[src/verilog/soc_consts.svh]
// SoC sizing and memory map. The RAM must stay below ADDR_DONE
// RAM_WORDS must be a power of two
`ifndef SOC_CONSTS_SVH
`define SOC_CONSTS_SVH

// Unified RAM depth in 32-bit words, byte range 0x000 to 0x3FF
`define RAM_WORDS 256

// First fetch address out of reset
`define RESET_PC 32'h0000_0000

// Memory-mapped system control registers
// Any nonzero store sets the sticky done flag
`define ADDR_DONE 32'h0000_0400
// Bit 0 of a store drives the LED
`define ADDR_LED 32'h0000_0404

`endif

[src/verilog/soc_pkg.sv]
// Shared types for the core and system control
// Opcode values are the RV32I major opcodes
package soc_pkg;

    typedef enum logic [6:0] {
        OPC_LUI    = 7'b0110111,
        OPC_OP_IMM = 7'b0010011,
        OPC_OP     = 7'b0110011,
        OPC_LOAD   = 7'b0000011,
        OPC_STORE  = 7'b0100011,
        OPC_BRANCH = 7'b1100011,
        OPC_JAL    = 7'b1101111
    } opcode_e;

    typedef enum logic [3:0] {
        ALU_ADD,
        ALU_SUB,
        ALU_AND,
        ALU_OR,
        ALU_XOR,
        ALU_SLL,
        ALU_PASS_B
    } alu_op_e;

    typedef enum logic [2:0] {
        ST_FETCH,
        ST_WAIT_INSTR,
        ST_EXECUTE,
        ST_MEM,
        ST_WAIT_DATA,
        ST_WRITEBACK,
        ST_TRAP
    } core_state_e;

    // Address decode result in system control
    typedef enum logic [1:0] {
        RGN_RAM,
        RGN_DONE,
        RGN_LED,
        RGN_NONE
    } region_e;

    typedef struct packed {
        logic [4:0]  rs1;
        logic [4:0]  rs2;
        logic [4:0]  rd;
        logic [31:0] imm;
        alu_op_e     alu_op;
        logic [2:0]  funct3;
        logic        reg_write;
        logic        is_load;
        logic        is_store;
        logic        is_branch;
        logic        is_jump;
        logic        use_imm;
        logic        illegal;
    } decoded_t;

endpackage

[src/verilog/mem_bus_if.sv]
// Word bus with req/gnt handshake, read data one cycle after gnt
// Requester holds req, addr, we and wdata until gnt
interface mem_bus_if;

    logic        req;
    logic        we;
    logic [31:0] addr;
    logic [31:0] wdata;
    logic        gnt;
    logic [31:0] rdata;

    modport requester (
        output req, we, addr, wdata,
        input  gnt, rdata
    );

    modport responder (
        input  req, we, addr, wdata,
        output gnt, rdata
    );

endinterface

[src/verilog/soc_sysctl.sv]
// Address decode for the core bus, plus the done flag and LED register
// Register and unmapped reads return zero, done is sticky until rst
`include "soc_consts.svh"

module soc_sysctl (
    input  logic         clk,
    input  logic         rst,
    mem_bus_if.responder core_bus,
    mem_bus_if.requester ram_bus,
    output logic         led,
    output logic         done
);
    import soc_pkg::*;

    localparam logic [31:0] RAM_BYTES = 32'(`RAM_WORDS * 4);

    region_e region;
    logic    rd_ram_q;

    always_comb begin
        if (core_bus.addr < RAM_BYTES) begin
            region = RGN_RAM;
        end else if (core_bus.addr == `ADDR_DONE) begin
            region = RGN_DONE;
        end else if (core_bus.addr == `ADDR_LED) begin
            region = RGN_LED;
        end else begin
            region = RGN_NONE;
        end
    end

    // RAM path
    assign ram_bus.req   = core_bus.req && (region == RGN_RAM);
    assign ram_bus.addr  = core_bus.addr;
    assign ram_bus.we    = core_bus.we;
    assign ram_bus.wdata = core_bus.wdata;

    // Local registers grant at once
    assign core_bus.gnt   = (region == RGN_RAM) ? ram_bus.gnt : core_bus.req;
    assign core_bus.rdata = rd_ram_q ? ram_bus.rdata : 32'd0;

    always_ff @(posedge clk) begin
        if (rst) begin
            rd_ram_q <= 1'b0;
            done     <= 1'b0;
            led      <= 1'b0;
        end else begin
            // Steers next-cycle read data
            rd_ram_q <= core_bus.gnt && !core_bus.we && (region == RGN_RAM);
            if (core_bus.req && core_bus.we) begin
                if (region == RGN_DONE && core_bus.wdata != 32'd0) begin
                    done <= 1'b1;
                end
                if (region == RGN_LED) begin
                    led <= core_bus.wdata[0];
                end
            end
        end
    end

    a_gnt_needs_req: assert property (@(posedge clk) disable iff (rst)
        core_bus.gnt |-> core_bus.req);

endmodule

[src/flat_wrapper.sv]
// flat-port wrapper written by rule: the top's interface ports become plain ports
module soc_sysctl_flat import soc_pkg::*;
  (clk, rst, led, done, core_bus_req, core_bus_we, core_bus_addr, core_bus_wdata, core_bus_gnt, core_bus_rdata, ram_bus_req, ram_bus_we, ram_bus_addr, ram_bus_wdata, ram_bus_gnt, ram_bus_rdata);
  mem_bus_if core_bus_i ();
  mem_bus_if ram_bus_i ();
  input  logic clk;
  input  logic rst;
  output logic led;
  output logic done;
  input wire logic [$bits(core_bus_i.req)-1:0] core_bus_req;
  input wire logic [$bits(core_bus_i.we)-1:0] core_bus_we;
  input wire logic [$bits(core_bus_i.addr)-1:0] core_bus_addr;
  input wire logic [$bits(core_bus_i.wdata)-1:0] core_bus_wdata;
  output wire logic [$bits(core_bus_i.gnt)-1:0] core_bus_gnt;
  output wire logic [$bits(core_bus_i.rdata)-1:0] core_bus_rdata;
  output wire logic [$bits(ram_bus_i.req)-1:0] ram_bus_req;
  output wire logic [$bits(ram_bus_i.we)-1:0] ram_bus_we;
  output wire logic [$bits(ram_bus_i.addr)-1:0] ram_bus_addr;
  output wire logic [$bits(ram_bus_i.wdata)-1:0] ram_bus_wdata;
  input wire logic [$bits(ram_bus_i.gnt)-1:0] ram_bus_gnt;
  input wire logic [$bits(ram_bus_i.rdata)-1:0] ram_bus_rdata;
  assign core_bus_i.req = core_bus_req;
  assign core_bus_i.we = core_bus_we;
  assign core_bus_i.addr = core_bus_addr;
  assign core_bus_i.wdata = core_bus_wdata;
  assign core_bus_gnt = core_bus_i.gnt;
  assign core_bus_rdata = core_bus_i.rdata;
  assign ram_bus_req = ram_bus_i.req;
  assign ram_bus_we = ram_bus_i.we;
  assign ram_bus_addr = ram_bus_i.addr;
  assign ram_bus_wdata = ram_bus_i.wdata;
  assign ram_bus_i.gnt = ram_bus_gnt;
  assign ram_bus_i.rdata = ram_bus_rdata;
  soc_sysctl u_core (.clk(clk), .rst(rst), .core_bus(core_bus_i), .ram_bus(ram_bus_i), .led(led), .done(done));
endmodule
[config.mk]
export PLATFORM = sky130hd
export DESIGN_NAME = soc_sysctl_flat
export DESIGN_NICKNAME = d
export VERILOG_FILES = /design/src/verilog/soc_pkg.sv /design/src/verilog/mem_bus_if.sv /design/src/verilog/soc_sysctl.sv /design/src/flat_wrapper.sv
export VERILOG_INCLUDE_DIRS = /design/src /design/src/verilog
export SDC_FILE = /design/constraint.sdc
export NUM_CORES = 1
export LEC_CHECK = 0
export BUFFER_PORTS_ARGS = -buffer_cell sky130_fd_sc_hd__buf_2
export CELL_PAD_IN_SITES_DETAIL_PLACEMENT = 0
export CELL_PAD_IN_SITES_GLOBAL_PLACEMENT = 1
export CORE_AREA = 2 2 91 93
export CTS_BUF_LIST = sky130_fd_sc_hd__clkbuf_16
export CTS_CLUSTER_DIAMETER = 150
export DETAILED_ROUTE_END_ITERATION = 10
export DIE_AREA = 0 0 93 95
export PLACE_DENSITY_LB_ADDON = 0.1
export SETUP_SLACK_MARGIN = 0.2
export SKIP_CTS_REPAIR_TIMING = 1
export SLEW_MARGIN = 5
export SYNTH_ARGS = -nofsm -noshare
export SYNTH_HDL_FRONTEND = slang
export SYNTH_SLANG_ARGS = --single-unit
export TNS_END_PERCENT = 50
[constraint.sdc]
create_clock -name clk -period 2.1 [get_ports clk]
set_input_delay 0.42 -clock clk [delete_from_list [all_inputs] [get_ports clk]]
set_output_delay 0.42 -clock clk [all_outputs]
set_load 0.01 [all_outputs]
==> metrics, run 1 <==
status complete, no violations; Commonest cells post-synth buf_4, and2_1, nor4_1; crit-path cells buf_2 > nor4_4 > nand2_1 > nor3_4 > mux2_4 > buf_6; GRT Util Overall 8.68%; Yosys cell types 19; largest net degree at the start of global routing 33; Clock Tree Root clkbuf_16; final setup vio count 0; sequential area share after synthesis 5.99%; Pleak 0.00111 µW; vias in the first global route 1182; DIE WIDTH 93 µm; io pins 202; Fin Hold WS 0.468 ns; port bufs 201; DRT Pass-1 Iters 3; f_max 483 MHz; RSZ-0062 raised after global routing yes; worst hold-check path type reg -> reg; DR vias/cell 3.62; clk buf depth 2; GRT Residual Overflow 0; final net count 384; most common cell in the netlist buf_4; top post-synthesis cells by area buf_4, and2_1, nor4_1; slowest CP cell mux2_4; CTS Buf Count 3; diode count 0; initial antenna violation count 0; Main synth FF type dfxtp_1; number of fill cells 912; Worst-Margin Slew 0.557 ns; final WL 4310 µm; Yosys top cell area share 48.7%; flop and latch count out of synthesis 3; total negative slack 0 ns; cell taking the most area after synthesis buf_4; layout cell share with drive strength beyond 1 76.6%; crit share post-route 98.6%; synthesized net count 241; synthesized area 0.00100 mm²; insertion delay to the later sink of the worst-skew pair 0.22 ns; Die Ht 95 µm; CP arrival 1.65 ns; nature of the critical path endpoint primary output; Crit path required time 1.68 ns; Hold Fails Final Rpt 0; Non-Filler Instances 387; sequential cell area 60.1 µm²; Rows 33; Syn Area/Cell 7.16 µm²; Area Growth Syn to Fin 86.0%; DP Wirelength 4010 µm; Wirelength per Cell 11.1 µm; worst vdd ir 0.000143 V; Starting Density 12.6%; Cell Pwr Density 316 mW/mm²; Clock transition at path regs 0.03 ns; clk sinks 3; Synthesis Warnings 0; core area 0.00793 mm²; vias 1400; minimum clock period 2.07 ns; Antenna Nets Post-Route 0; footprint of the multi-input gates 500 µm²; Final Core Density 23.5%; die area 0.00884 mm²; drt drc 0; CTS tree done; Max H-tree Level 1; global placement routability congestion 0.731; Max Slew Vio Count 0; first-pass GRT wire length 5690 µm; Inst Count DP 382; critical path class in -> out; Detailed Route Iter0 Violations 9; Gate Count Post-Synth 140; Max-cap violations 0; Worst slew margin 62.4%; Synth async-reset ratio 0%; Critical Path Fanout Max 2; skew final 0 ns; startpoint class of the critical path input port; Post-synth EDFFs 0; Worst path max stage delay 0.32 ns
final timing paths:
| path | to | from | slack, ns | depth (start not counted) |
|---|---|---|---|---|
| setup / recovery | core_bus_gnt | core_bus_addr[28] | 0.03 | 6 |
| hold / removal | u_core.done$_SDFFE_PP0P_ | u_core.done$_SDFFE_PP0P_ | 0.47 | 2 |
| setup reg to reg | u_core.led$_SDFFE_PP0P_ | u_core.led$_SDFFE_PP0P_ | 1.54 | 2 |
| hold reg to reg | u_core.done$_SDFFE_PP0P_ | u_core.done$_SDFFE_PP0P_ | 0.47 | 2 |
metal layers:
metal  vias to the layer above  wire length (µm)  track usage, %
met3                         2               575            2.87
met2                       108              2450            18.1
li1                        690                 -               -
met1                       600              1220            7.20
met4                         0                57            4.04
met5                         -                 0               0
power by group:
group | internal, µW | total [µW] | switching [µW]
logic | 127 | 236 | 109
clock network | 245 | 296 | 50.2
registers | 57.4 | 57.4 | 0.000000363
layout by cell type, fill, tap and decap left out:
master     instances
and2_4             1
nor3_1             2
nor4_1             9
buf_6              8
dfxtp_1            3
mux2i_1            1
and3_1             1
inv_1              1
nor4bb_1           1
nor4_2             1
nand2_1            1
nor2_1             4
clkbuf_16          3
nand4_1            5
and2_1            32
buf_4              5
o31ai_1            1
mux2_4             1
nor4_4             3
buf_2            193
nand2b_1           3
or2_0              1
nor4b_1            1
nor3_4             1
registers in the layout, indices dropped and copies added (netlist names):
name	cells
u_core.done	1
u_core.led	1
u_core.rd_ram_q	1
cells by family (layout without fill, tap and decap cells):
group	after synthesis	count (layout)	synth area share, %
buffers and inverters	68	210	49.8
AOI/OAI and AO/OA	1	1	0.749
muxes	2	2	2.12
DFF	3	3	5.99
and+or+nand+nor	66	66	41.3
critical path: cells and delay by family:
| family | cells | cell delay [ns] |
|---|---|---|
| and+or+nand+nor | 3 | 0.66 |
| buffers and inverters | 2 | 0.24 |
| muxes | 1 | 0.32 |
area by class of cell:
type                    count  share of cell area, %
repair buffers            206                   58.7
multi-input cells          69                   26.8
well taps                 105                   7.05
clock buffers               3                   4.03
flip-flops and latches      3                   3.22
clock inverters             1                  0.201
through the flow:
step | cell area [µm²] | setup WS, ns | total power (µW)
floorplan | 1000 | 0.310 | 197
global placement | 1670 | -0.0851 | 282
detailed placement | 1670 | -0.0803 | 279
CTS | 1750 | -0.0929 | 578
global route | 1860 | -0.0368 | 619
finish | 1860 | 0.0286 | 589
No activity file was read; power rests on OpenSTA's default activity.
==> inputs of run 2 (changes only) <==
CORE_AREA = 2 2 95 97   (was 2 2 91 93)
DIE_AREA = 0 0 97 99   (was 0 0 93 95)
clock period = 1.7 ns   (was 2.1 ns; I/O delays follow)
==> run 2 against run 1 <==
  * The run now ends with negative setup slack left
  * Count of clock-buffer cells in the layout is the same
  * Sequential power rose by 24%
  * Via count is 1.3% higher
  * Worst hold slack worse by 0.093 ns
  * Routed wire length rose by 2.0%
  * Flip-flop and latch count did not move
==> metrics, run 2 (synthesized netlist as in run 1, its figures left out) <==
DRT Pass-1 Iters 3; nature of the critical path endpoint primary output; initial antenna violation count 0; Max H-tree Level 1; f_max 509 MHz; worst vdd ir 0.000296 V; final WL 4390 µm; die area 0.00960 mm²; Max-cap violations 0; insertion delay to the later sink of the worst-skew pair 0.22 ns; GRT Residual Overflow 0; fin worst setup slack -0.266 ns; Max Slew Vio Count 0; most frequent cells in the layout buf_2, and2_1, nor4_1; largest net degree at the start of global routing 33; commonest non-fill, non-tap cell in the layout buf_2; vias in the first global route 1254; met2 Resource Use GR 15.8%; Area Growth Syn to Fin 87.0%; Final Core Density 21.9%; CTS Buf Count 3; first-pass GRT wire length 6140 µm; busiest layer in global routing met2; crit share post-route 116%; startpoint class of the critical path input port; Worst-Margin Slew 0.377 ns; final setup vio count 2; Die Ht 99 µm; clk buf depth 2; core area 0.00855 mm²; failing checks negative setup slack; layout cell share with drive strength beyond 1 77.7%; Fin Hold WS 0.375 ns; GR Util met3 3.33%; Clock Tree Root clkbuf_16; CP arrival 1.63 ns; GRT Util Overall 8.24%; worst hold-check path type in -> reg; port bufs 201; minimum clock period 1.97 ns; Worst slew margin 74.5%; DIE WIDTH 97 µm; Crit path required time 1.36 ns; final net count 385; Critical Path Fanout Max 3; met1 GRT Util 8.09%; largest registers u_core.done: 1 flops, u_core.led: 1 flops, u_core.rd_ram_q: 1 flops; DR vias/cell 3.63; RSZ-0062 raised after global routing yes; Antenna Nets Post-Route 0; diode count 0; Pleak 0.00111 µW; skew final 0 ns; Rows 34; DP Wirelength 3970 µm; clk sinks 3; Clock transition at path regs 0.03 ns; Hold Fails Final Rpt 0; critical path class in -> out; vias 1418; global placement routability congestion 0.733; io pins 202; Wirelength per Cell 11.2 µm; drt drc 0; Starting Density 11.7%; status finished with violations; Cell Pwr Density 389 mW/mm²; CTS tree done; Detailed Route Iter0 Violations 9
[run 2: path summary, 6_finish.rpt]
kind	slack, ns	depth (start not counted)	from	endpoint
setup / recovery	-0.27	6	core_bus_addr[19]	core_bus_gnt
hold / removal	0.38	2	ram_bus_gnt	u_core.rd_ram_q$_SDFF_PP0_
setup reg to reg	1.13	2	u_core.led$_SDFFE_PP0P_	u_core.led$_SDFFE_PP0P_
hold reg to reg	0.47	2	u_core.done$_SDFFE_PP0P_	u_core.done$_SDFFE_PP0P_
[run 2: layer usage]
layer | up-vias | wire length (µm)
met3 | 2 | 544
met2 | 118 | 2350
met4 | 0 | 40
met5 | - | 0
met1 | 611 | 1460
li1 | 687 | -
[run 2: cell type report]
type                       instances  area, µm²
clock buffer                       3       75.1
clock inverter                     1       3.75
fill                             984       6680
multi-input combinational         69        502
sequential                         3       60.1
tap                              108        135
timing repair buffer             207       1100
[run 2: stage by stage]
step	total power (µW)	cell area [µm²]	cells	worst slack, ns	TNS (ns)
2_1_floorplan	243	1000	140	0.0720	0
3_3_place_gp	352	1680	386	-0.320	-0.423
3_5_place_dp	347	1680	386	-0.345	-0.485
4_1_cts	721	1760	390	-0.349	-0.486
5_1_grt	776	1870	391	-0.364	-0.580
6_report	730	1870	391	-0.266	-0.370
[run 2: worst max-delay path, stage by stage]
cell and delay [ns]:
buf_6 0.10, nor4_4 0.26, nand4_1 0.18, nor3_2 0.30, mux2_4 0.33, buf_6 0.12
[run 2: power breakdown]
group / total, µW / switching (µW) / internal [µW]
logic: 292 / 134 / 158
clock network: 367 / 64.0 / 303
registers: 70.9 / 0.000000833 / 70.9
==> inputs of run 3 (changes only) <==
CORE_AREA = 2 2 85 108   (was 2 2 95 97)
DIE_AREA = 0 0 87 110   (was 0 0 97 99)
SKIP_CTS_REPAIR_TIMING = not set   (was 1)
==> run 3 against run 2 <==
  * The run still ends with negative setup slack left
  * Global-route usage fell by 1.0 points
  * Sequential share of layout area barely moved
  * Total power fell by 0.22%
  * Core utilization rose by 0.43 points
  * Combinational power barely moved
  * Fmax rose by 3.5%
  * Cell count fell by 1.0%
  * Count of clock-buffer cells in the layout did not move
  * Setup slack improved by 0.066 ns
  * Largest cell class unchanged
==> metrics, run 3 (synthesized netlist as in run 1, its figures left out) <==
status finished with violations; failing checks negative setup slack; post-route design area 0.00190 mm²; largest registers u_core.done: 1 flops, u_core.led: 1 flops, u_core.rd_ram_q: 1 flops; CTS Buf Count 3; Net Sw Frac 27.1%; Antenna Nets Post-Route 0; first-pass GRT wire length 5270 µm; Hold Fails Final Rpt 0; final setup vio count 2; clk buf depth 2; worst hold-check path type in -> reg; most frequent cells in the layout buf_2, and2_1, nor4_1; Max-cap violations 0; minimum clock period 1.90 ns; diode count 0; Cell Pwr Density 383 mW/mm²; area of placed instances 0.00169 mm²; Clock transition at path regs 0.03 ns; crit-path cells buf_2 > nor4_1 > nand4_1 > nor3_4 > mux2_4 > buf_6; Pint 531 µW; DR vias/cell 3.67; Die Ht 110 µm; DP Wirelength 3830 µm; Detailed Route Iter0 Violations 19; worst vdd ir 0.000156 V; Inst Count DP 381; vias in the first global route 1164; Max H-tree Level 1; layout cell share with drive strength beyond 1 77.0%; crit share post-route 112%; clock share of power 50.1%; CP arrival 1.56 ns; nature of the critical path endpoint primary output; GRT Util Overall 7.24%; global placement routability congestion 0.670; Crit path required time 1.36 ns; RSZ-0062 raised after global routing yes; Rows 38; DRT Pass-1 Iters 5; Worst-Margin Slew 0.376 ns; Final Core Density 22.3%; final net count 389; io pins 202; final WL 4190 µm; DIE WIDTH 87 µm; Placement Setup Slack -0.332 ns; skew final 0 ns; Seq pwr share 9.7%; port bufs 201; Non-Filler Instances 387; sequential cell area 60.1 µm²; vias 1419; footprint of the multi-input gates 505 µm²; Max Slew Vio Count 0; clk sinks 3; commonest non-fill, non-tap cell in the layout buf_2; Clock Tree Root clkbuf_16; f_max 527 MHz; Critical Path Fanout Max 2; slowest CP cell mux2_4; Starting Density 11.8%; initial antenna violation count 0; Wirelength per Cell 10.8 µm; fin worst setup slack -0.199 ns; FF-to-FF setup slack 1.15 ns; R2R depth 2; insertion delay to the later sink of the worst-skew pair 0.22 ns; drt drc 0; Worst slew margin 74.6%; die area 0.00957 mm²; GRT Residual Overflow 0; core area 0.00851 mm²; startpoint class of the critical path input port; Comb pwr share 40.1%; critical path class in -> out; Worst path max stage delay 0.32 ns; number of fill cells 970; CTS tree done; largest net degree at the start of global routing 33; Final Power 728 µW; Pleak 0.00115 µW; Area Growth Syn to Fin 89.8%; Switching Power 197 µW; Hold Path Stages 2
==> run 3: worst max-delay path, delay by kind of cell <==
family | cells | cell delay (ns)
and+or+nand+nor | 3 | 0.67
muxes | 1 | 0.32
buffers and inverters | 2 | 0.22
==> run 3: per-stage QoR <==
stage          hold WS [ns]  TNS, ns
6_report              0.402   -0.314
2_1_floorplan         0.486        0
3_5_place_dp          0.458   -0.546
3_3_place_gp          0.465   -0.508
5_1_grt               0.424   -0.453
4_1_cts               0.411   -0.506
==> run 3: routing by layer <==
metal,GRT usage (%),part of all wire [%]
met3,1.64,13
met1,6.05,30
met5,0,0
met4,2.01,0.29
met2,16.0,57
==> run 3: path summary, 6_finish.rpt <==
kind,start,end
min reg2reg,u_core.done$_SDFFE_PP0P_,u_core.done$_SDFFE_PP0P_
min,ram_bus_gnt,u_core.rd_ram_q$_SDFF_PP0_
max,core_bus_addr[26],core_bus_gnt
max reg2reg,u_core.led$_SDFFE_PP0P_,u_core.led$_SDFFE_PP0P_
==> run 3: power by group through the flow <==
stage                     Clock (µW)  Sequential, µW  Combinational (µW)
after floorplan                    0            71.9                 171
after global placement             0            71.9                 279
after detailed placement           0            71.9                 276
after CTS                        372            70.9                 288
after global routing             385            70.9                 317
final                            365            70.9                 292
==> run 3: layout make-up <==
cell class              count  share of cell area (%)
flip-flops and latches      3                    3.16
repair buffers            211                    59.5
multi-input cells          69                    26.6
well taps                 100                    6.58
clock buffers               3                    3.95
clock inverters             1                   0.197
==> run 3: timing repair <==
action | CTS | global route
endpoints found under the setup margin | 2 | 4
gates resized for setup | 8 | 13
hold buffers | 0 | 0
pin swaps | 6 | 7
cloned | 0 | 0
setup buffers | 1 | 1
